## src/hdl/lsu_pkg.sv

```systemverilog
// Load/store unit package with the bus widths, access types and stage payload structs
`default_nettype none

package lsu_pkg;

  //////////////////////////////////////////////////
  // Widths that carry a meaning
  //////////////////////////////////////////////////

  // Byte address as seen by the core and the bus
  typedef logic [31:0] addr_t;
  // One data word on either side
  typedef logic [31:0] data_t;
  // One enable per byte lane of a word
  typedef logic [3:0]  be_t;

  // Access size of a load or store
  typedef enum logic [1:0] {
    LSU_BYTE = 2'b00,
    LSU_HALF = 2'b01,
    LSU_WORD = 2'b10
  } lsu_size_e;

  // The bus never has more than this many transactions in flight
  localparam int unsigned MAX_OUTSTANDING = 2;

  //////////////////////////////////////////////////
  // Payload structs
  //////////////////////////////////////////////////

  // Request strobed in by the execute stage
  typedef struct packed {
    logic      we;
    lsu_size_e size;
    logic      sign_ext;
    addr_t     addr;
    data_t     wdata;
  } lsu_req_t;

  // Address phase of one bus transaction, addr is always word aligned
  typedef struct packed {
    addr_t addr;
    logic  we;
    be_t   be;
    data_t wdata;
  } obi_req_t;

  // Per-transaction info that follows a granted request to the response stage
  typedef struct packed {
    logic       is_load;
    lsu_size_e  size;
    logic       sign_ext;
    logic [1:0] offset;
    logic       split;
    logic       second;
  } lsu_txn_t;

  // Finished result back to the core
  typedef struct packed {
    data_t rdata;
  } lsu_resp_t;

endpackage

`default_nettype wire

```

## src/hdl/lsu_align.sv

```systemverilog
// Align stage that registers a core request and cuts it into one or two word-aligned bus requests
`default_nettype none
`timescale 1ns/100ps

module lsu_align (
  input  wire logic               clk,
  input  wire logic               rst_n,
  input  wire logic               lsu_req_valid_i,
  input  wire lsu_pkg::lsu_req_t  lsu_req_i,
  input  wire logic               align_ready_i,
  output logic                    align_valid_o,
  output lsu_pkg::obi_req_t       align_req_o,
  output lsu_pkg::lsu_txn_t       align_txn_o
);

  import lsu_pkg::*;

  // Which half of the access is on offer
  typedef enum logic [1:0] {
    ALIGN_IDLE,
    ALIGN_FIRST,
    ALIGN_SECOND
  } align_state_e;

  align_state_e state_q;
  lsu_req_t     req_q;
  logic [1:0]   offset;
  logic         split;
  be_t          be_base;
  logic [7:0]   be_wide;
  logic [63:0]  wdata_wide;
  addr_t        addr_first;

  //////////////////////////////////////////////////
  // State and request register
  //////////////////////////////////////////////////

  // Request fields stay put for both halves of the access
  always_ff @(posedge clk) begin
    if (lsu_req_valid_i) begin
      req_q <= lsu_req_i;
    end
  end

  always_ff @(posedge clk or negedge rst_n) begin
    if (!rst_n) begin
      state_q <= ALIGN_IDLE;
    end else begin
      case (state_q)
        ALIGN_IDLE: begin
          // The core only strobes while the unit is not busy
          if (lsu_req_valid_i) begin
            state_q <= ALIGN_FIRST;
          end
        end
        ALIGN_FIRST: begin
          if (align_ready_i) begin
            state_q <= split ? ALIGN_SECOND : ALIGN_IDLE;
          end
        end
        ALIGN_SECOND: begin
          if (align_ready_i) begin
            state_q <= ALIGN_IDLE;
          end
        end
        default: state_q <= ALIGN_IDLE;
      endcase
    end
  end

  //////////////////////////////////////////////////
  // Split detection and lane shifting
  //////////////////////////////////////////////////

  always_comb begin
    offset = req_q.addr[1:0];
    // A word crosses at any nonzero offset, a half only when it starts in the last lane
    case (req_q.size)
      LSU_HALF: begin
        split   = (offset == 2'd3);
        be_base = 4'b0011;
      end
      LSU_WORD: begin
        split   = (offset != 2'd0);
        be_base = 4'b1111;
      end
      default: begin
        split   = 1'b0;
        be_base = 4'b0001;
      end
    endcase
    // Shift over two words so the upper half spills into the next one
    be_wide    = {4'b0000, be_base} << offset;
    wdata_wide = {32'd0, req_q.wdata} << {offset, 3'b000};
    addr_first = {req_q.addr[31:2], 2'b00};
  end

  // Offer the half selected by the state machine
  always_comb begin
    align_valid_o = (state_q != ALIGN_IDLE);
    align_req_o.we = req_q.we;
    if (state_q == ALIGN_SECOND) begin
      align_req_o.addr  = addr_first + 32'd4;
      align_req_o.be    = be_wide[7:4];
      align_req_o.wdata = wdata_wide[63:32];
    end else begin
      align_req_o.addr  = addr_first;
      align_req_o.be    = be_wide[3:0];
      align_req_o.wdata = wdata_wide[31:0];
    end
    align_txn_o.is_load  = !req_q.we;
    align_txn_o.size     = req_q.size;
    align_txn_o.sign_ext = req_q.sign_ext;
    align_txn_o.offset   = offset;
    align_txn_o.split    = split;
    align_txn_o.second   = (state_q == ALIGN_SECOND);
  end

endmodule

`default_nettype wire

```

## src/hdl/lsu_obi_ctrl.sv

```systemverilog
// Bus control stage that issues requests on the bus, waits for grant and counts open transactions
`default_nettype none
`timescale 1ns/100ps

module lsu_obi_ctrl (
  input  wire logic               clk,
  input  wire logic               rst_n,
  input  wire logic               align_valid_i,
  input  wire lsu_pkg::obi_req_t  align_req_i,
  input  wire lsu_pkg::lsu_txn_t  align_txn_i,
  output logic                    align_ready_o,
  input  wire logic               obi_gnt_i,
  input  wire logic               obi_rvalid_i,
  output logic                    obi_req_o,
  output lsu_pkg::obi_req_t       obi_req_payload_o,
  output logic                    txn_push_o,
  output lsu_pkg::lsu_txn_t       txn_o,
  output logic [1:0]              cnt_o
);

  import lsu_pkg::*;

  logic [1:0] cnt_q;
  logic       cnt_room;
  logic       count_up;
  logic       count_down;

  //////////////////////////////////////////////////
  // Address phase
  //////////////////////////////////////////////////

  // No new request while the response side already waits on the maximum
  assign cnt_room = (cnt_q < 2'(MAX_OUTSTANDING));

  // The align stage holds its offer until taken, so the payload stays put
  // through a grant stall
  assign obi_req_o         = align_valid_i && cnt_room;
  assign obi_req_payload_o = align_req_i;

  // A transaction is accepted in the cycle where req and gnt meet
  assign count_up      = obi_req_o && obi_gnt_i;
  assign align_ready_o = count_up;

  // Hand the transaction info to the response queue on every grant
  assign txn_push_o = count_up;
  assign txn_o      = align_txn_i;

  //////////////////////////////////////////////////
  // Outstanding count
  //////////////////////////////////////////////////

  // Each rvalid retires the oldest open transaction
  assign count_down = obi_rvalid_i;

  always_ff @(posedge clk or negedge rst_n) begin
    if (!rst_n) begin
      cnt_q <= 2'd0;
    end else begin
      // Grant and rvalid in the same cycle leave the count as it is
      if (count_up && !count_down) begin
        cnt_q <= cnt_q + 2'd1;
      end else if (!count_up && count_down) begin
        cnt_q <= cnt_q - 2'd1;
      end
    end
  end

  assign cnt_o = cnt_q;

endmodule

`default_nettype wire

```

## src/hdl/lsu_resp.sv

```systemverilog
// Response stage that collects bus read data, merges split halves and extends the load result
`default_nettype none
`timescale 1ns/100ps

module lsu_resp (
  input  wire logic               clk,
  input  wire logic               rst_n,
  input  wire logic               txn_push_i,
  input  wire lsu_pkg::lsu_txn_t  txn_i,
  input  wire logic               obi_rvalid_i,
  input  wire lsu_pkg::data_t     obi_rdata_i,
  output logic                    lsu_resp_valid_o,
  output lsu_pkg::lsu_resp_t      lsu_resp_o
);

  import lsu_pkg::*;

  lsu_txn_t    q_mem [2];
  logic        wr_ptr_q;
  logic        rd_ptr_q;
  lsu_txn_t    head;
  data_t       lo_data_q;
  logic [63:0] merged;
  data_t       shifted;
  data_t       result;
  logic        last_half;
  logic        resp_valid_q;
  lsu_resp_t   resp_q;

  //////////////////////////////////////////////////
  // Transaction queue
  //////////////////////////////////////////////////

  // Two entries cover the most the bus control stage lets out
  always_ff @(posedge clk) begin
    if (txn_push_i) begin
      q_mem[wr_ptr_q] <= txn_i;
    end
  end

  always_ff @(posedge clk or negedge rst_n) begin
    if (!rst_n) begin
      wr_ptr_q <= 1'b0;
      rd_ptr_q <= 1'b0;
    end else begin
      if (txn_push_i) begin
        wr_ptr_q <= !wr_ptr_q;
      end
      // Responses come back in order, so each rvalid belongs to the head
      if (obi_rvalid_i) begin
        rd_ptr_q <= !rd_ptr_q;
      end
    end
  end

  assign head = q_mem[rd_ptr_q];

  //////////////////////////////////////////////////
  // Merge and extend
  //////////////////////////////////////////////////

  // The first half of a split only gets parked here
  assign last_half = !head.split || head.second;

  always_ff @(posedge clk) begin
    if (obi_rvalid_i && !last_half) begin
      lo_data_q <= obi_rdata_i;
    end
  end

  always_comb begin
    // Lay the two words side by side, then drop the lanes below the offset
    merged  = head.split ? {obi_rdata_i, lo_data_q} : {32'd0, obi_rdata_i};
    shifted = 32'(merged >> {head.offset, 3'b000});
    case (head.size)
      LSU_BYTE: result = {{24{head.sign_ext & shifted[7]}}, shifted[7:0]};
      LSU_HALF: result = {{16{head.sign_ext & shifted[15]}}, shifted[15:0]};
      default:  result = shifted;
    endcase
    // Stores still answer, but with zero data
    if (!head.is_load) begin
      result = 32'd0;
    end
  end

  // Strobe the result one cycle after the last rvalid
  always_ff @(posedge clk or negedge rst_n) begin
    if (!rst_n) begin
      resp_valid_q <= 1'b0;
    end else begin
      resp_valid_q <= obi_rvalid_i && last_half;
    end
  end

  always_ff @(posedge clk) begin
    if (obi_rvalid_i && last_half) begin
      resp_q.rdata <= result;
    end
  end

  assign lsu_resp_valid_o = resp_valid_q;
  assign lsu_resp_o       = resp_q;

endmodule

`default_nettype wire

```

## src/hdl/lsu_top.sv

```systemverilog
// Load/store unit top that chains the align, bus control and response stages
`default_nettype none
`timescale 1ns/100ps

module lsu_top (
  input  wire logic               clk,
  input  wire logic               rst_n,
  input  wire logic               lsu_req_valid_i,
  input  wire lsu_pkg::lsu_req_t  lsu_req_i,
  output logic                    busy_o,
  output logic                    lsu_resp_valid_o,
  output lsu_pkg::lsu_resp_t      lsu_resp_o,
  output logic                    obi_req_o,
  output lsu_pkg::obi_req_t       obi_req_payload_o,
  input  wire logic               obi_gnt_i,
  input  wire logic               obi_rvalid_i,
  input  wire lsu_pkg::data_t     obi_rdata_i
);

  import lsu_pkg::*;

  logic       align_valid;
  logic       align_ready;
  obi_req_t   align_req;
  lsu_txn_t   align_txn;
  logic       txn_push;
  lsu_txn_t   txn_q;
  logic [1:0] cnt;

  lsu_align u_align (
    .clk             (clk),
    .rst_n           (rst_n),
    .lsu_req_valid_i (lsu_req_valid_i),
    .lsu_req_i       (lsu_req_i),
    .align_ready_i   (align_ready),
    .align_valid_o   (align_valid),
    .align_req_o     (align_req),
    .align_txn_o     (align_txn)
  );

  lsu_obi_ctrl u_obi_ctrl (
    .clk               (clk),
    .rst_n             (rst_n),
    .align_valid_i     (align_valid),
    .align_req_i       (align_req),
    .align_txn_i       (align_txn),
    .align_ready_o     (align_ready),
    .obi_gnt_i         (obi_gnt_i),
    .obi_rvalid_i      (obi_rvalid_i),
    .obi_req_o         (obi_req_o),
    .obi_req_payload_o (obi_req_payload_o),
    .txn_push_o        (txn_push),
    .txn_o             (txn_q),
    .cnt_o             (cnt)
  );

  lsu_resp u_resp (
    .clk              (clk),
    .rst_n            (rst_n),
    .txn_push_i       (txn_push),
    .txn_i            (txn_q),
    .obi_rvalid_i     (obi_rvalid_i),
    .obi_rdata_i      (obi_rdata_i),
    .lsu_resp_valid_o (lsu_resp_valid_o),
    .lsu_resp_o       (lsu_resp_o)
  );

  // Busy runs from the cycle after the strobe through the result strobe,
  // the three terms overlap so there is no gap between stages
  assign busy_o = align_valid || (cnt != 2'd0) || lsu_resp_valid_o;

endmodule

`default_nettype wire

```

## config.mk

```make
export PLATFORM = sky130hd
export DESIGN_NAME = lsu_top
export DESIGN_NICKNAME = d
export VERILOG_FILES = /design/src/hdl/lsu_pkg.sv /design/src/hdl/lsu_align.sv /design/src/hdl/lsu_obi_ctrl.sv /design/src/hdl/lsu_resp.sv /design/src/hdl/lsu_top.sv
export SDC_FILE = /design/constraint.sdc
export NUM_CORES = 1
export LEC_CHECK = 0
export CAP_MARGIN = 40
export CORE_MARGIN = 3
export CORE_UTILIZATION = 47
export DETAILED_ROUTE_END_ITERATION = 10
export DONT_BUFFER_PORTS = 1
export PLACE_DENSITY_LB_ADDON = 0.2
export SLEW_MARGIN = 30
export SYNTH_ARGS = -nofsm -noshare
export SYNTH_HDL_FRONTEND = slang
export SYNTH_HIERARCHICAL = 1
export SYNTH_SLANG_ARGS = --single-unit
```

## constraint.sdc

```tcl
create_clock -name clk -period 3.3 [get_ports clk]
set_input_delay 0.165 -clock clk [delete_from_list [all_inputs] [get_ports clk]]
set_output_delay 0.165 -clock clk [all_outputs]
set_load 0.02 [all_outputs]
```

[Yosys cells after proc, flatten, opt, wreduce, memory -nomap -nowiden]
Memories as Yosys holds them, arrays and structs flattened.
Index checks and enable logic that the tools add are counted.
Word-level totals
  memories: 1
  register bits: 139
  memory bits (writable): 16
  input bits: 105
Memories
  u_resp.q_mem: depth 2, width 8, rd ports 1, clocked after memory_dff 0, wr ports 1, RTL line lsu_resp.sv:18  | lsu_txn_t q_mem [2];
Cells by class
  reductions and logical operators: 23
  equal/unequal tests: 9
  add/sub/neg operators: 3
  bitwise gates (word level): 2
  $lt $le $gt $ge: 1
  shift-type cells: 3
  mux-type cells: 15
Operators by type and width (number)
  64-bit 2-to-1 mux: 1
  32-bit case mux with 2 select lines: 1
  32-bit by 5-bit left shift with 64-bit output: 1
  64-bit by 5-bit right shift with 32-bit output: 1
  36-bit 2-to-1 mux: 1
  32-bit by 3-bit adder with 32-bit output (second input constant): 1
  32-bit 2-to-1 mux: 1
  2-bit 2-to-1 mux: 6
  4-bit case mux with 2 select lines: 1
  2-bit nonzero test: 4
  4-bit by 2-bit left shift with 8-bit output: 1
  1-bit logical NOT: 7
  2-bit by 1-bit == test with 1-bit output (second input constant): 3
  2-bit == test (second input constant): 3
  1-bit logical AND: 6
  2-bit case mux with 3 select lines: 1
  2-bit logical NOT: 2
  2-bit inequality test (second input constant): 2
  1-bit logical OR: 3
  3-bit AND reduction: 1
  2-bit by 1-bit adder with 2-bit output (second input constant): 1
  1-bit bitwise AND: 2
  2-bit < comparator (second input constant): 1
  1-bit 2-to-1 mux: 2
  3 further kinds: 3

[Depth between registers and ports, before layout]
  depth after elaboration: 7
  mapped depth: 8
  gate-level depth less buffers: 7

[Hierarchy]
Netlist, hierarchy kept.
Modules (own cells, without submodules)
  lsu_resp: cells an instance 349, times used 1, area an instance 4083.9 µm²
  lsu_align: cells an instance 318, times used 1, area an instance 3742.3 µm²
  lsu_obi_ctrl: cells an instance 88, times used 1, area an instance 694.4 µm²
  lsu_top: cells an instance 1, times used 1, area an instance 7.5 µm²

[Least setup slack after synthesis]
OpenSTA, ideal clock, no wires.
  path type: register to register
  start: register u_resp.rd_ptr_q
  end: register u_resp.resp_q (netlist bit u_resp/lsu_resp_o[0]), enable pin
  data required time: 2.878 ns
  path buffers: 2
  setup time: 0.422 ns
  period minus slack after synthesis: 2.751 ns
  path slack: 0.549 ns
  cell stages (with the launch flop): 5
  arrival: 2.329 ns
  cell sequence: dfrtp_1 > buf_6 > clkbuf_1 > o32ai_1 > nor2_1
Between the ends
  cells in the longest elaborated chain, start to end: 4
RTL lines
  start: declaration: RTL line lsu_resp.sv:20  | logic rd_ptr_q;
  start signal: assignment: RTL line lsu_resp.sv:51  | rd_ptr_q <= !rd_ptr_q;
  memory read 2 x 8 bit *
  1-bit logical NOT: RTL line lsu_resp.sv:63  | assign last_half = !head.split || head.second;
  1-bit logical OR *: RTL line lsu_resp.sv:63
  1-bit logical AND *: RTL line lsu_resp.sv:96  | if (obi_rvalid_i && last_half) begin
  end: declaration: RTL line lsu_resp.sv:28  | lsu_resp_t resp_q;
Mark *: on every way between the ends. The rest lies on a longest branch, timed or not.
A chain may end at the register's enable or synchronous reset.

==> results.yml <==
outcome:
  outcome: "finished clean"
place:
  dp_hpwl_mm: 13.9
  dp.cells: 869
  gp_routability_congestion: 0.844
  portBuffers: 0
die:
  rows: 48
  dieWidth_um: 141
  coreArea_sq_mm: 0.0175
  die-area_sq_mm: 0.0198
  die_h_um: 141
  start_util_pct: 48.6
  ios: 209
logic_synthesis:
  syn_inst: 756
  synth_top_area_share_pct: 52.1
  yosysWarnings: 6
  synth_seq_area_share_pct: 54.2
  avgSynthCellArea_sq_um: 11.3
  synth_area_leaders: "edfxtp_1 (52%), buf_4 (7.7%), mux2i_1 (7.3%), nand2_1 (5.9%), o22ai_1 (2.9%)"
  async_flop_share_pct: 4.52
  synth_edf_count: 148
  ys_top_cells_by_count: "edfxtp_1 (148), nand2_1 (134), buf_4 (87)"
  syn-cell-area_sq_mm: 0.00853
  ys.flop_type: "edfxtp_1"
  yosysUniqueCellTypes: 53
  synth_top_cell_by_area: "edfxtp_1"
  synth.most_common_cell: "edfxtp_1"
  synth-seq-cells: 155
setup_path:
  crit_fanout: 11
  rr_startpoint: "u_resp/rd_ptr_q$_DFFE_PN0P_"
  end_kind: "primary output"
  startpoint: "u_align/addr_first[5]$_DFFE_PP_"
  crit_arrival_ps: 2590
  required_ps: 3130
  crit_type: "flop to primary output"
  cp-start-kind: "flop"
sta:
  fmax_ghz: 0.363
  setup_viol_count_final: 0
  post-route-period-util_pct: 83.5
  clock_skew_ps: 11.3
  timing.setup.tns_ps: 0
  rsz0062_at_grt: "false"
  fin_crit_ps: 2760
  hold_ws_ps: 55.8
  tightest_slew_ps: 756
  maxSlewHeadroom_pct: 49.6
  slew_violations: 0
  hold_violations: 0
final_layout:
  drive_above_1_share_pct: 9.24
  fin_cells: 1004
  nets: 876
  antenna_cells_inserted: 0
  area_growth_pct: 14.1
cts:
  cts_buffers: 17
  cts_tree: "done"
  cts_setup_buffers: 0
  cts_resized: 0
  clkTransAtPathRegs_ps: 70
  clk_latency_ps: 420
  htree_num_levels: 4
  clock-sinks: 155
  root_buffer: "clkbuf_16"
  cts_hold_buf: 103
  cts_max_path_buffers: 2
detailed_routing:
  viasPerCell: 5.79
  ant_nets: 0
  drtIter0Drc: 460
  via_count: 5812
  wl_mm: 20.4
  wl_per_cell_um: 20.3
  firstDrtPassIters: 6
  drc: 0
grt:
  antenna_found_initial: 1
  grt_use_total_pct: 20.2
  grt_pass1_wl_mm: 31.5
  grt_max_degree: 70
  first_global_vias: 5706
  grt_overflow_total: 0
power_and_ir_drop:
  ir_worst_vdd_mv: 0.427
  cellLeakagePower_nw: 3.64
  powerDensity_mw_per_mm2: 710
job:
  drv_cap: 0
min_path:
  hold_path.class: "input port to flop"
  worst_hold_startpoint: "obi_rvalid_i"
final timing paths:
kind,depth (start not counted),slack [ps],end
max,4,540,obi_req_payload_o[68]
min,3,60,u_obi_ctrl/cnt_o[0]$_DFFE_PN0P_
max reg2reg,7,720,u_resp/lsu_resp_o[29]$_SDFFCE_PN0P_
min reg2reg,0,460,u_resp/q_mem[0][4]$_DFFE_PP_
max in group asynchronous,1,2930,u_align/state_q[1]$_DFFE_PN0P_
min in group asynchronous,1,90,u_resp/rd_ptr_q$_DFFE_PN0P_
logic make-up (layout without fill, tap and decap cells):
group                    Yosys count  in the layout  synth area share [%]
other                              1              2                0.0440
AO/OA/AOI/OAI                    111            111                  9.02
flip-flops                       155            155                  54.2
AND/OR/NAND/NOR                  240            240                  13.6
buffers and inverters            142            164                  10.5
multiplexers                      68             68                  8.38
XOR/XNOR                          34             34                  3.49
adder cells (fa/ha/maj)            5              5                 0.734
area by class of cell:
cell class | instances | area, sq um
Tap cell | 225 | 282
Timing Repair Buffer | 121 | 1180
Clock inverter | 15 | 151
Clock buffer | 17 | 425
Sequential cell | 155 | 4620
Fill cell | 1463 | 7800
Inverter | 11 | 41.3
Multi-Input combinational cell | 460 | 3030
state kept, by name, indices dropped and copies added (netlist names):
| register | flops |
|---|---|
| u_align/align_txn_o | 5 |
| u_resp/lsu_resp_o | 32 |
| u_resp/lsu_resp_valid_o | 1 |
| u_resp/lo_data_q | 32 |
| u_align/state_q | 2 |
| u_resp/wr_ptr_q | 1 |
| u_obi_ctrl/cnt_o | 2 |
| u_align/req_q | 32 |
| u_align/align_req_o | 1 |
| u_resp/q_mem | 16 |
| u_align/addr_first | 30 |
| u_resp/rd_ptr_q | 1 |
through the flow:
step                setup WS, ps  instance area, sq um  util [%]  power, mW
floorplan                    549                  8530         -       4.58
global placement             830                  8100      46.2       4.84
detailed placement           758                  8110      46.2       4.88
CTS                          504                  9730      55.5       6.93
global route                 302                  9730      55.5       7.25
finish                       544                  9730      55.5       6.91
worst max-delay path: stages, from the launching register on:
cell and delay, ps:
edfxtp_1 450, nand4_2 190, or4_4 650, nor4_1 400
xor2_1 480
power by group:
group	leakage, nW	switching, mW	internal, mW
logic	1.86	1.31	0.759
registers	1.51	0.337	2.58
clock network	0.280	0.857	1.07
cells in the final DEF (no fill, tap or decap), drive strengths merged, types with 2 or more instances in the layout:
cell type | synthesis | final
a32oi | 9 | 9
or4 | 2 | 2
nand2 | 134 | 134
nand3 | 33 | 33
mux2 | 4 | 4
clkinv | 2 | 5
clkbuf | 30 | 17
a21oi | 19 | 19
inv | 9 | 18
nor2 | 13 | 13
buf | 101 | 19
and4 | 2 | 2
nor3 | 10 | 10
o21ai | 5 | 5
xnor2 | 16 | 16
o31ai | 2 | 2
xor2 | 18 | 18
and3 | 14 | 14
edfxtp | 148 | 148
mux2i | 62 | 62
conb | 1 | 2
o2bb2ai | 7 | 7
clkinvlp | 0 | 2
o21a | 8 | 8
o22ai | 40 | 40
nand2b | 5 | 5
ha | 5 | 5
a22oi | 14 | 14
or2 | 2 | 2
nand4 | 9 | 9
and2 | 5 | 5
nor4 | 4 | 4
mux4 | 2 | 2
dlygate4sd3 | 0 | 102
dfrtp | 7 | 7
nor2b | 4 | 4
metal layers:
layer  GRT usage (%)  up-vias  wire, um
li1                -     2701         -
met1            25.3     2782      8160
met2            32.9      296      9940
met3            7.36       31      1930
met4            6.43        2       380
met5               0        -        13
Power figures use the tool's default switching activity.
